$ cat config.mk
export PLATFORM = sky130hd
export DESIGN_NAME = rv32_exec_core
export DESIGN_NICKNAME = d
export VERILOG_FILES = /design/src/rtl/rv32_pkg.sv /design/src/rtl/rv32_exec_core.sv /design/src/rtl/rv32_execute_stage.sv /design/src/rtl/rv32_operand_stage.sv /design/src/rtl/rv32_reg_file.sv /design/src/rtl/rv32_control_unit.sv
export VERILOG_INCLUDE_DIRS = /design/src /design/src/rtl
export SDC_FILE = /design/constraint.sdc
export NUM_CORES = 2
export LEC_CHECK = 0
export BUFFER_PORTS_ARGS = -buffer_cell sky130_fd_sc_hd__buf_2
export CORE_MARGIN = 1.5
export CORE_UTILIZATION = 55
export DETAILED_ROUTE_END_ITERATION = 12
export PLACE_DENSITY_LB_ADDON = 0.08
export SETUP_SLACK_MARGIN = 0.4
export SKIP_CTS_REPAIR_TIMING = 1
export SYNTH_ARGS = -nofsm -noshare
export SYNTH_HDL_FRONTEND = slang
export SYNTH_HIERARCHICAL = 1
export SYNTH_SLANG_ARGS = --single-unit
$ cat constraint.sdc
create_clock -name clk_i -period 9.17 [get_ports clk_i]
set_input_delay 0.917 -clock clk_i [delete_from_list [all_inputs] [get_ports clk_i]]
set_output_delay 0.917 -clock clk_i [all_outputs]
set_load 0.01 [all_outputs]
$ cat src/rtl/rv32_defines.svh
/*
 * Width and size macros shared by the RV32 execute core.
 * Include in any file that sizes data, addresses or register indices.
 */

`ifndef RV32_DEFINES_SVH
`define RV32_DEFINES_SVH

// Data and address width
`define RV32_XLEN 32

// Integer register count, x0 included
`define RV32_NUM_REGS 32

// Register index width
`define RV32_REG_AW 5

`endif
$ cat src/rtl/rv32_pkg.sv
/*
 * Types for the RV32 execute core. Opcode and function encodings,
 * instruction field views and the records passed between stages.
 */

`include "rv32_defines.svh"

package rv32_pkg;

  typedef enum logic [6:0] {
    OP_LUI     = 7'b0110111,
    OP_AUIPC   = 7'b0010111,
    OP_JAL     = 7'b1101111,
    OP_JALR    = 7'b1100111,
    OP_BRANCH  = 7'b1100011,
    OP_LOAD    = 7'b0000011,
    OP_STORE   = 7'b0100011,
    OP_IMMED   = 7'b0010011,
    OP_REGREG  = 7'b0110011,
    OP_MISCMEM = 7'b0001111,
    OP_SYSTEM  = 7'b1110011
  } opcode_e;

  // funct3 of REGREG and IMMED
  typedef enum logic [2:0] {
    F3_ADD, F3_SLL, F3_SLT, F3_SLTU, F3_XOR, F3_SR, F3_OR, F3_AND
  } alu_f3_e;

  typedef enum logic [2:0] {
    BR_BEQ  = 3'd0,
    BR_BNE  = 3'd1,
    BR_BLT  = 3'd4,
    BR_BGE  = 3'd5,
    BR_BLTU = 3'd6,
    BR_BGEU = 3'd7
  } branch_e;

  typedef enum logic [2:0] {
    SYS_PRIV   = 3'd0,
    SYS_CSRRW  = 3'd1,
    SYS_CSRRS  = 3'd2,
    SYS_CSRRC  = 3'd3,
    SYS_CSRRWI = 3'd5,
    SYS_CSRRSI = 3'd6,
    SYS_CSRRCI = 3'd7
  } system_e;

  // imm11_00 of the privileged SYSTEM instructions
  localparam logic [11:0] PRIV_ECALL  = 12'h000;
  localparam logic [11:0] PRIV_EBREAK = 12'h001;
  localparam logic [11:0] PRIV_WFI    = 12'h105;
  localparam logic [11:0] PRIV_MRET   = 12'h302;

  typedef enum logic [3:0] {
    ALU_ADD, ALU_SUB, ALU_SLL, ALU_SLT, ALU_SLTU,
    ALU_XOR, ALU_SRL, ALU_SRA, ALU_OR, ALU_AND
  } alu_op_e;

  typedef enum logic [2:0] {
    EV_NONE, EV_ILLEGAL, EV_ECALL, EV_EBREAK, EV_MRET, EV_WFI, EV_CSR
  } event_e;

  typedef struct packed {
    logic [6:0] funct7;
    logic [4:0] rs2;
    logic [4:0] rs1;
    logic [2:0] funct3;
    logic [4:0] rd;
    logic [6:0] opcode;
  } rtype_t;

  typedef struct packed {
    logic [11:0] imm11_00;
    logic [4:0]  rs1;
    logic [2:0]  funct3;
    logic [4:0]  rd;
    logic [6:0]  opcode;
  } itype_t;

  typedef struct packed {
    logic [6:0] imm11_05;
    logic [4:0] rs2;
    logic [4:0] rs1;
    logic [2:0] funct3;
    logic [4:0] imm04_00;
    logic [6:0] opcode;
  } stype_t;

  typedef struct packed {
    logic       imm12;
    logic [5:0] imm10_05;
    logic [4:0] rs2;
    logic [4:0] rs1;
    logic [2:0] funct3;
    logic [3:0] imm04_01;
    logic       imm11;
    logic [6:0] opcode;
  } sbtype_t;

  typedef struct packed {
    logic [19:0] imm31_12;
    logic [4:0]  rd;
    logic [6:0]  opcode;
  } utype_t;

  typedef struct packed {
    logic       imm20;
    logic [9:0] imm10_01;
    logic       imm11;
    logic [7:0] imm19_12;
    logic [4:0] rd;
    logic [6:0] opcode;
  } ujtype_t;

  typedef struct packed {
    logic                    valid;
    logic [`RV32_XLEN-1:0]   pc;
    opcode_e                 opcode;
    logic [`RV32_REG_AW-1:0] rs1;
    logic [`RV32_REG_AW-1:0] rs2;
    logic [`RV32_REG_AW-1:0] rd;
    logic [`RV32_XLEN-1:0]   imm;
    alu_op_e                 alu_op;
    // High selects pc for operand a, imm for operand b
    logic                    alu_a_sel;
    logic                    alu_b_sel;
    branch_e                 br_type;
    logic                    is_branch;
    logic                    is_jal;
    logic                    is_jalr;
    logic                    wen;
    event_e                  ev;
  } decoded_t;

  typedef struct packed {
    logic                    valid;
    logic [`RV32_XLEN-1:0]   pc;
    logic [`RV32_REG_AW-1:0] rd;
    logic                    wen;
    alu_op_e                 alu_op;
    logic [`RV32_XLEN-1:0]   op_a;
    logic [`RV32_XLEN-1:0]   op_b;
    // Source values for the branch comparator
    logic [`RV32_XLEN-1:0]   src_a;
    logic [`RV32_XLEN-1:0]   src_b;
    logic [`RV32_XLEN-1:0]   imm;
    branch_e                 br_type;
    logic                    is_branch;
    logic                    is_jal;
    logic                    is_jalr;
    logic                    is_lui;
    event_e                  ev;
  } operand_t;

  typedef struct packed {
    logic                    valid;
    logic [`RV32_XLEN-1:0]   pc;
    logic [`RV32_REG_AW-1:0] rd;
    logic                    wen;
    logic [`RV32_XLEN-1:0]   result;
    logic                    taken;
    logic [`RV32_XLEN-1:0]   next_pc;
    event_e                  ev;
  } retire_t;

endpackage

$ cat src/rtl/rv32_exec_core.sv
/*
 * Decode and execute back end of an RV32I core. Takes one instruction
 * per strobe and emits its retire record three cycles later.
 */

`include "rv32_defines.svh"

module rv32_exec_core
  import rv32_pkg::*;
(
  input  logic                  clk_i,
  input  logic                  arst_n_i,
  input  logic                  instr_valid_i,
  input  logic [`RV32_XLEN-1:0] instr_i,
  input  logic [`RV32_XLEN-1:0] pc_i,
  output retire_t               retire_o
);

  decoded_t                dec;
  operand_t                op;
  retire_t                 fwd_ex;
  logic [`RV32_REG_AW-1:0] rf_raddr_a;
  logic [`RV32_REG_AW-1:0] rf_raddr_b;
  logic [`RV32_XLEN-1:0]   rf_rdata_a;
  logic [`RV32_XLEN-1:0]   rf_rdata_b;

  rv32_control_unit i_rv32_control_unit (
    .clk_i         (clk_i),
    .arst_n_i      (arst_n_i),
    .instr_valid_i (instr_valid_i),
    .instr_i       (instr_i),
    .pc_i          (pc_i),
    .dec_o         (dec)
  );

  rv32_operand_stage i_rv32_operand_stage (
    .clk_i        (clk_i),
    .arst_n_i     (arst_n_i),
    .dec_i        (dec),
    .rf_rdata_a_i (rf_rdata_a),
    .rf_rdata_b_i (rf_rdata_b),
    .rf_raddr_a_o (rf_raddr_a),
    .rf_raddr_b_o (rf_raddr_b),
    .fwd_ex_i     (fwd_ex),
    .fwd_wb_i     (retire_o),
    .op_o         (op)
  );

  rv32_execute_stage i_rv32_execute_stage (
    .clk_i    (clk_i),
    .arst_n_i (arst_n_i),
    .op_i     (op),
    .fwd_ex_o (fwd_ex),
    .retire_o (retire_o)
  );

  // Retire register drives the write port
  rv32_reg_file i_rv32_reg_file (
    .clk_i     (clk_i),
    .arst_n_i  (arst_n_i),
    .raddr_a_i (rf_raddr_a),
    .raddr_b_i (rf_raddr_b),
    .rdata_a_o (rf_rdata_a),
    .rdata_b_o (rf_rdata_b),
    .we_i      (retire_o.valid & retire_o.wen),
    .waddr_i   (retire_o.rd),
    .wdata_i   (retire_o.result)
  );

endmodule

$ cat src/rtl/rv32_execute_stage.sv
/*
 * Execute stage. ALU, branch comparator, link value and next PC.
 * The combinational record feeds forwarding; the registered one retires.
 */

`include "rv32_defines.svh"

module rv32_execute_stage
  import rv32_pkg::*;
(
  input  logic     clk_i,
  input  logic     arst_n_i,
  input  operand_t op_i,
  output retire_t  fwd_ex_o,
  output retire_t  retire_o
);

  logic [`RV32_XLEN-1:0] alu_res;
  logic [`RV32_XLEN-1:0] pc_plus4;
  logic [`RV32_XLEN-1:0] result;
  logic [`RV32_XLEN-1:0] next_pc;
  logic [4:0]            shamt;
  logic                  br_taken;
  retire_t               ret_d;
  retire_t               ret_q;

  assign shamt    = op_i.op_b[4:0];
  assign pc_plus4 = op_i.pc + `RV32_XLEN'(4);

  always_comb begin
    case (op_i.alu_op)
      ALU_SUB:  alu_res = op_i.op_a - op_i.op_b;
      ALU_SLL:  alu_res = op_i.op_a << shamt;
      ALU_SLT:  alu_res = `RV32_XLEN'($signed(op_i.op_a) < $signed(op_i.op_b));
      ALU_SLTU: alu_res = `RV32_XLEN'(op_i.op_a < op_i.op_b);
      ALU_XOR:  alu_res = op_i.op_a ^ op_i.op_b;
      ALU_SRL:  alu_res = op_i.op_a >> shamt;
      ALU_SRA:  alu_res = $unsigned($signed(op_i.op_a) >>> shamt);
      ALU_OR:   alu_res = op_i.op_a | op_i.op_b;
      ALU_AND:  alu_res = op_i.op_a & op_i.op_b;
      default:  alu_res = op_i.op_a + op_i.op_b;
    endcase
  end

  // Unused branch funct3 values never take
  always_comb begin
    case (op_i.br_type)
      BR_BEQ:  br_taken = (op_i.src_a == op_i.src_b);
      BR_BNE:  br_taken = (op_i.src_a != op_i.src_b);
      BR_BLT:  br_taken = ($signed(op_i.src_a) < $signed(op_i.src_b));
      BR_BGE:  br_taken = ($signed(op_i.src_a) >= $signed(op_i.src_b));
      BR_BLTU: br_taken = (op_i.src_a < op_i.src_b);
      BR_BGEU: br_taken = (op_i.src_a >= op_i.src_b);
      default: br_taken = 1'b0;
    endcase
  end

  // Jump and branch targets both come out of the ALU adder
  always_comb begin
    result  = alu_res;
    next_pc = pc_plus4;
    if (op_i.is_lui) begin
      result = op_i.imm;
    end else if (op_i.is_jal) begin
      result  = pc_plus4;
      next_pc = alu_res;
    end else if (op_i.is_jalr) begin
      result  = pc_plus4;
      next_pc = {alu_res[`RV32_XLEN-1:1], 1'b0};
    end else if (op_i.is_branch && br_taken) begin
      next_pc = alu_res;
    end
  end

  always_comb begin
    ret_d.valid   = op_i.valid;
    ret_d.pc      = op_i.pc;
    ret_d.rd      = op_i.rd;
    ret_d.wen     = op_i.wen;
    ret_d.result  = result;
    ret_d.taken   = op_i.is_jal | op_i.is_jalr | (op_i.is_branch & br_taken);
    ret_d.next_pc = next_pc;
    ret_d.ev      = op_i.ev;
  end

  assign fwd_ex_o = ret_d;

  always_ff @(posedge clk_i or negedge arst_n_i) begin
    if (!arst_n_i) begin
      ret_q.valid <= 1'b0;
    end else begin
      ret_q <= ret_d;
    end
  end

  assign retire_o = ret_q;

endmodule

$ cat src/rtl/rv32_operand_stage.sv
/*
 * Operand stage. Reads both sources, overrides them with results still
 * in the execute stage or the retire register, selects the ALU operands
 * and registers the operand record.
 */

`include "rv32_defines.svh"

module rv32_operand_stage
  import rv32_pkg::*;
(
  input  logic                    clk_i,
  input  logic                    arst_n_i,
  input  decoded_t                dec_i,
  input  logic [`RV32_XLEN-1:0]   rf_rdata_a_i,
  input  logic [`RV32_XLEN-1:0]   rf_rdata_b_i,
  output logic [`RV32_REG_AW-1:0] rf_raddr_a_o,
  output logic [`RV32_REG_AW-1:0] rf_raddr_b_o,
  input  retire_t                 fwd_ex_i,
  input  retire_t                 fwd_wb_i,
  output operand_t                op_o
);

  logic [`RV32_XLEN-1:0] rs1_val;
  logic [`RV32_XLEN-1:0] rs2_val;
  operand_t              op_d;
  operand_t              op_q;

  // Execute result takes priority over retire, then the register file
  function automatic logic [`RV32_XLEN-1:0] resolve(
    input logic [`RV32_REG_AW-1:0] rs,
    input logic [`RV32_XLEN-1:0]   rf_val,
    input retire_t                 ex,
    input retire_t                 wb
  );
    logic [`RV32_XLEN-1:0] val;
    val = rf_val;
    if (rs != '0) begin
      if (ex.valid && ex.wen && ex.rd == rs) begin
        val = ex.result;
      end else if (wb.valid && wb.wen && wb.rd == rs) begin
        val = wb.result;
      end
    end
    return val;
  endfunction

  assign rf_raddr_a_o = dec_i.rs1;
  assign rf_raddr_b_o = dec_i.rs2;

  assign rs1_val = resolve(dec_i.rs1, rf_rdata_a_i, fwd_ex_i, fwd_wb_i);
  assign rs2_val = resolve(dec_i.rs2, rf_rdata_b_i, fwd_ex_i, fwd_wb_i);

  always_comb begin
    op_d.valid     = dec_i.valid;
    op_d.pc        = dec_i.pc;
    op_d.rd        = dec_i.rd;
    op_d.wen       = dec_i.wen;
    op_d.alu_op    = dec_i.alu_op;
    op_d.op_a      = dec_i.alu_a_sel ? dec_i.pc : rs1_val;
    op_d.op_b      = dec_i.alu_b_sel ? dec_i.imm : rs2_val;
    op_d.src_a     = rs1_val;
    op_d.src_b     = rs2_val;
    op_d.imm       = dec_i.imm;
    op_d.br_type   = dec_i.br_type;
    op_d.is_branch = dec_i.is_branch;
    op_d.is_jal    = dec_i.is_jal;
    op_d.is_jalr   = dec_i.is_jalr;
    op_d.is_lui    = (dec_i.opcode == OP_LUI);
    op_d.ev        = dec_i.ev;
  end

  always_ff @(posedge clk_i or negedge arst_n_i) begin
    if (!arst_n_i) begin
      op_q.valid <= 1'b0;
    end else begin
      op_q <= op_d;
    end
  end

  assign op_o = op_q;

endmodule

$ cat src/rtl/rv32_reg_file.sv
/*
 * Integer register file, two read ports and one write port.
 * x0 reads as zero; a read of the entry being written sees the new value.
 */

`include "rv32_defines.svh"

module rv32_reg_file (
  input  logic                    clk_i,
  input  logic                    arst_n_i,
  input  logic [`RV32_REG_AW-1:0] raddr_a_i,
  input  logic [`RV32_REG_AW-1:0] raddr_b_i,
  output logic [`RV32_XLEN-1:0]   rdata_a_o,
  output logic [`RV32_XLEN-1:0]   rdata_b_o,
  input  logic                    we_i,
  input  logic [`RV32_REG_AW-1:0] waddr_i,
  input  logic [`RV32_XLEN-1:0]   wdata_i
);

  logic [`RV32_XLEN-1:0] regs [`RV32_NUM_REGS];

  always_ff @(posedge clk_i or negedge arst_n_i) begin
    if (!arst_n_i) begin
      for (int i = 0; i < `RV32_NUM_REGS; i++) begin
        regs[i] <= '0;
      end
    end else if (we_i && waddr_i != '0) begin
      regs[waddr_i] <= wdata_i;
    end
  end

  // Write-through on a same-cycle address match
  always_comb begin
    if (raddr_a_i == '0) begin
      rdata_a_o = '0;
    end else if (we_i && waddr_i == raddr_a_i) begin
      rdata_a_o = wdata_i;
    end else begin
      rdata_a_o = regs[raddr_a_i];
    end
  end

  always_comb begin
    if (raddr_b_i == '0) begin
      rdata_b_o = '0;
    end else if (we_i && waddr_i == raddr_b_i) begin
      rdata_b_o = wdata_i;
    end else begin
      rdata_b_o = regs[raddr_b_i];
    end
  end

endmodule

$ cat src/rtl/rv32_control_unit.sv
/*
 * Decode stage. Splits an RV32I instruction into its control record,
 * selects the immediate by format and flags illegal and system events.
 * The record is registered one cycle after the input strobe.
 */

`include "rv32_defines.svh"

module rv32_control_unit
  import rv32_pkg::*;
(
  input  logic                  clk_i,
  input  logic                  arst_n_i,
  input  logic                  instr_valid_i,
  input  logic [`RV32_XLEN-1:0] instr_i,
  input  logic [`RV32_XLEN-1:0] pc_i,
  output decoded_t              dec_o
);

  rtype_t                instr_r;
  itype_t                instr_it;
  stype_t                instr_s;
  sbtype_t               instr_sb;
  utype_t                instr_u;
  ujtype_t               instr_uj;
  opcode_e               opcode;
  logic [`RV32_XLEN-1:0] imm;
  alu_op_e               alu_op;
  logic                  a_sel;
  logic                  b_sel;
  logic                  wen;
  event_e                ev;
  event_e                sys_ev;
  decoded_t              dec_d;
  decoded_t              dec_q;

  assign instr_r  = rtype_t'(instr_i);
  assign instr_it = itype_t'(instr_i);
  assign instr_s  = stype_t'(instr_i);
  assign instr_sb = sbtype_t'(instr_i);
  assign instr_u  = utype_t'(instr_i);
  assign instr_uj = ujtype_t'(instr_i);
  assign opcode   = opcode_e'(instr_i[6:0]);

  // Sign-extended immediate of the instruction's format
  always_comb begin
    case (opcode)
      OP_STORE: imm = {{20{instr_s.imm11_05[6]}}, instr_s.imm11_05, instr_s.imm04_00};
      OP_BRANCH: imm = {{19{instr_sb.imm12}}, instr_sb.imm12, instr_sb.imm11,
                        instr_sb.imm10_05, instr_sb.imm04_01, 1'b0};
      OP_LUI, OP_AUIPC: imm = {instr_u.imm31_12, 12'b0};
      OP_JAL: imm = {{11{instr_uj.imm20}}, instr_uj.imm20, instr_uj.imm19_12,
                     instr_uj.imm11, instr_uj.imm10_01, 1'b0};
      default: imm = {{20{instr_it.imm11_00[11]}}, instr_it.imm11_00};
    endcase
  end

  // Bit 30 picks SUB for REGREG and the arithmetic shift for both
  always_comb begin
    alu_op = ALU_ADD;
    if (opcode == OP_REGREG || opcode == OP_IMMED) begin
      case (alu_f3_e'(instr_r.funct3))
        F3_ADD: begin
          alu_op = (opcode == OP_REGREG && instr_r.funct7[5]) ? ALU_SUB : ALU_ADD;
        end
        F3_SLL:  alu_op = ALU_SLL;
        F3_SLT:  alu_op = ALU_SLT;
        F3_SLTU: alu_op = ALU_SLTU;
        F3_XOR:  alu_op = ALU_XOR;
        F3_SR:   alu_op = instr_r.funct7[5] ? ALU_SRA : ALU_SRL;
        F3_OR:   alu_op = ALU_OR;
        default: alu_op = ALU_AND;
      endcase
    end
  end

  // Privileged SYSTEM instructions decode by immediate and CSR ops by funct3
  always_comb begin
    sys_ev = EV_NONE;
    case (system_e'(instr_it.funct3))
      SYS_PRIV: begin
        case (instr_it.imm11_00)
          PRIV_ECALL:  sys_ev = EV_ECALL;
          PRIV_EBREAK: sys_ev = EV_EBREAK;
          PRIV_MRET:   sys_ev = EV_MRET;
          PRIV_WFI:    sys_ev = EV_WFI;
          default:     sys_ev = EV_NONE;
        endcase
      end
      SYS_CSRRW, SYS_CSRRS, SYS_CSRRC,
      SYS_CSRRWI, SYS_CSRRSI, SYS_CSRRCI: sys_ev = EV_CSR;
      default: sys_ev = EV_NONE;
    endcase
  end

  // Operand selects, write enable and event
  always_comb begin
    a_sel = 1'b0;
    b_sel = 1'b1;
    wen   = 1'b0;
    ev    = EV_NONE;
    case (opcode)
      OP_REGREG: begin
        b_sel = 1'b0;
        // funct7 bit 0 marks the unsupported M extension
        if (instr_r.funct7[0]) begin
          ev = EV_ILLEGAL;
        end else begin
          wen = 1'b1;
        end
      end
      OP_IMMED, OP_LUI, OP_JALR: wen = 1'b1;
      OP_AUIPC, OP_JAL: begin
        a_sel = 1'b1;
        wen   = 1'b1;
      end
      // ALU forms the branch target as pc + imm
      OP_BRANCH: a_sel = 1'b1;
      OP_LOAD, OP_STORE, OP_MISCMEM: wen = 1'b0;
      OP_SYSTEM: ev = sys_ev;
      default: ev = EV_ILLEGAL;
    endcase
  end

  always_comb begin
    dec_d.valid     = instr_valid_i;
    dec_d.pc        = pc_i;
    dec_d.opcode    = opcode;
    dec_d.rs1       = instr_r.rs1;
    dec_d.rs2       = instr_r.rs2;
    dec_d.rd        = instr_r.rd;
    dec_d.imm       = imm;
    dec_d.alu_op    = alu_op;
    dec_d.alu_a_sel = a_sel;
    dec_d.alu_b_sel = b_sel;
    dec_d.br_type   = branch_e'(instr_sb.funct3);
    dec_d.is_branch = (opcode == OP_BRANCH);
    dec_d.is_jal    = (opcode == OP_JAL);
    dec_d.is_jalr   = (opcode == OP_JALR);
    dec_d.wen       = wen;
    dec_d.ev        = ev;
  end

  always_ff @(posedge clk_i or negedge arst_n_i) begin
    if (!arst_n_i) begin
      dec_q.valid <= 1'b0;
    end else begin
      dec_q <= dec_d;
    end
  end

  assign dec_o = dec_q;

endmodule

==> results.sh <==
export IMPL_fin_crit_ps=6343
export IMPL_rsz0062_at_grt="no"
export IMPL_maxCapViolCount=0
export IMPL_die_w_um=392.6
export IMPL_initial_core_util_pct=55.55
export IMPL_dr_total_vias=61200
export IMPL_io_pins=174
export IMPL_grt_use_total_pct=40.13
export IMPL_reg2reg_to="i_rv32_operand_stage/op_o[137]$_DFFE_PP_"
export IMPL_synth_area_per_cell_um2=12.76
export IMPL_fin_cells=8565
export IMPL_syn_inst=6545
export IMPL_worstPathRequired_ps=9840
export IMPL_cp_end_kind="flop"
export IMPL_antenna_found_initial=8
export IMPL_setup_violations=0
export IMPL_htreeDepth=4
export IMPL_path_clk_slew_ps=60
export IMPL_max_freq_mhz=157.7
export IMPL_grt_pass1_vias=59760
export IMPL_drt_drc_violations_left=0
export IMPL_vdd_drop_max_uv=185.2
export IMPL_r2r_cells=16
export IMPL_drive_above_1_share_pct=33.06
export IMPL_cts_root_buf="clkbuf_16"
export IMPL_dieHeight_um=392.6
export IMPL_insertion_delay_ps=810
export IMPL_holdWs_ps=97.52
export IMPL_num_rows=142
export IMPL_min_period_over_period_pct=69.17
export IMPL_port_buffers=173
export IMPL_finalClockSkew_ps=44.63
export IMPL_core_um2=150300
export IMPL_cp_data_arrival_time_ps=7010
export IMPL_hp_class="input port to asynchronous set/reset pin"
export IMPL_drt_vias_per_instance=7.146
export IMPL_cts_buffers=158
export IMPL_drtIter0Drc=7036
export IMPL_fillers=11960
export IMPL_netlist_area_um2=83500
export IMPL_rrSetupSlack_ps=2830
export IMPL_synth_nets=6744
export IMPL_crit_type="flop to flop"
export IMPL_hpwl_um=198200
export IMPL_die_area_um2=154200
export IMPL_cts_tree="built"
export IMPL_reg2reg_from="i_rv32_operand_stage/op_o[107]$_DFFE_PP_"
export IMPL_worst_pin_slew_ps=1341
export IMPL_hold_viol_final=0
export IMPL_nets=6620
export IMPL_clockBufferDepth=3
export IMPL_gp_congestion=1.013
export IMPL_wl_um=309000
export IMPL_ant_nets=0
export IMPL_cellPowerDensity_nw_per_um2=205.9
export IMPL_slew_violations=0
export IMPL_clock_sinks=1447
export IMPL_status="complete, no violations"
export IMPL_tns_ps=0
export IMPL_ys_warn_count=6
export IMPL_first_pass_iters=6
export IMPL_power_leakage_nw=39.35
export IMPL_worstPathMaxFanout=22
export IMPL_grt_max_degree=178
export IMPL_maxSlewHeadroom_pct=8.294
export IMPL_grt_ovfl_total=0
export IMPL_grt_pass1_wl_um=442500
export IMPL_start_kind="flop"
export IMPL_area_growth_syn_to_layout_pct=8.956
export IMPL_dp_cells=8277
export IMPL_wl_per_cell_um=36.08
## worst max path at each step
stage,endpoint,cells past startpoint,from
after CTS,i_rv32_operand_stage/op_o[123]$_DFFE_PP_,15,i_rv32_operand_stage/op_o[107]$_DFFE_PP_
final,i_rv32_operand_stage/op_o[137]$_DFFE_PP_,16,i_rv32_operand_stage/op_o[107]$_DFFE_PP_
after global routing,i_rv32_operand_stage/op_o[133]$_DFFE_PP_,16,i_rv32_operand_stage/op_o[107]$_DFFE_PP_
after detailed placement,i_rv32_operand_stage/op_o[123]$_DFFE_PP_,15,i_rv32_operand_stage/op_o[107]$_DFFE_PP_
after global placement,i_rv32_operand_stage/op_o[137]$_DFFE_PP_,16,i_rv32_operand_stage/op_o[107]$_DFFE_PP_
after floorplan,i_rv32_operand_stage/op_o[123]$_DFFE_PP_,20,i_rv32_operand_stage/op_o[109]$_DFFE_PP_
## worst max-delay path: stages, from the launching register on
cell	delay, ps
edfxtp_1	900
inv_1	370
ha_1	430
a211oi_1	400
nor3_1	140
nor4b_1	1070
o32ai_1	620
o21ai_1	320
a21oi_1	120
o21ba_1	210
o211a_1	230
or3_1	450
a221oi_2	370
inv_1	110
nor3_1	190
a31o_2	140
a221o_1	140
## where the power goes
group / internal, W / total [W] / switching, W
clock: 0.00364 / 0.00641 / 0.00278
sequential: 0.00753 / 0.00819 / 0.000659
combinational: 0.00186 / 0.00413 / 0.00228
total: 0.0130 / 0.0187 / 0.00571
## layout make-up
class / count / area, µm² / share of cell area (%)
Multi-Input combinational cell: 4276 / 41810 / 45.96
Sequential cell: 1447 / 38310 / 42.11
Clock buffer: 240 / 4676 / 5.139
Tap cell: 2016 / 2522 / 2.772
Timing Repair Buffer: 361 / 2480 / 2.726
Inverter: 177 / 664.4 / 0.7302
Clock inverter: 47 / 513.0 / 0.5638
Antenna cell: 1 / 2.502 / 0.002750
## flip-flops by register name (all words and copies together), names as in the netlist
signal / cells
i_rv32_operand_stage/op_o: 213
i_rv32_execute_stage/retire_o: 107
i_rv32_control_unit/dec_o: 103
i_rv32_reg_file/regs: 1024
## cell usage in the layout, fill, tap and decap left out, drive strengths merged, types with 30 or more instances in the layout
cell / n
xnor2: 40
clkbuf: 240
a31o: 36
inv: 189
a221o: 81
nor2: 252
a22oi: 134
o221ai: 48
nand3: 45
dfrtp: 1027
nand2: 244
o21ai: 153
o22ai: 64
mux4: 424
a21o: 77
ha: 130
nor3: 105
buf: 361
mux2i: 424
a21oi: 225
nor2b: 32
nand2b: 63
a31oi: 40
a221oi: 33
mux2: 1019
a32o: 33
edfxtp: 420
clkinv: 30
a211oi: 66
o31ai: 43
a22o: 95
## through the flow
step / area (µm²) / worst slack (ps) / utilization (%) / total power (W)
global route: 90980 / 2732 / 60.53 / 0.01940
global placement: 85790 / 3157 / 57.08 / 0.01224
detailed placement: 85790 / 2941 / 57.08 / 0.01233
floorplan: 83500 / 4393 / - / 0.01087
CTS: 90980 / 2944 / 60.53 / 0.01870
finish: 90980 / 2827 / 60.53 / 0.01874
## metal layers
layer / share of wire, % / wire length [µm] / vias to the layer above / GRT usage, %
met4: 5.9 / 18200 / 6 / 19.94
met1: 39 / 119600 / 31930 / 53.59
li1: - / - / 24990 / -
met2: 46 / 141400 / 3446 / 62.02
met5: 0.028 / 86 / - / 0
met3: 9.6 / 29710 / 837 / 8.884
(Power assumes the default switching activity.)
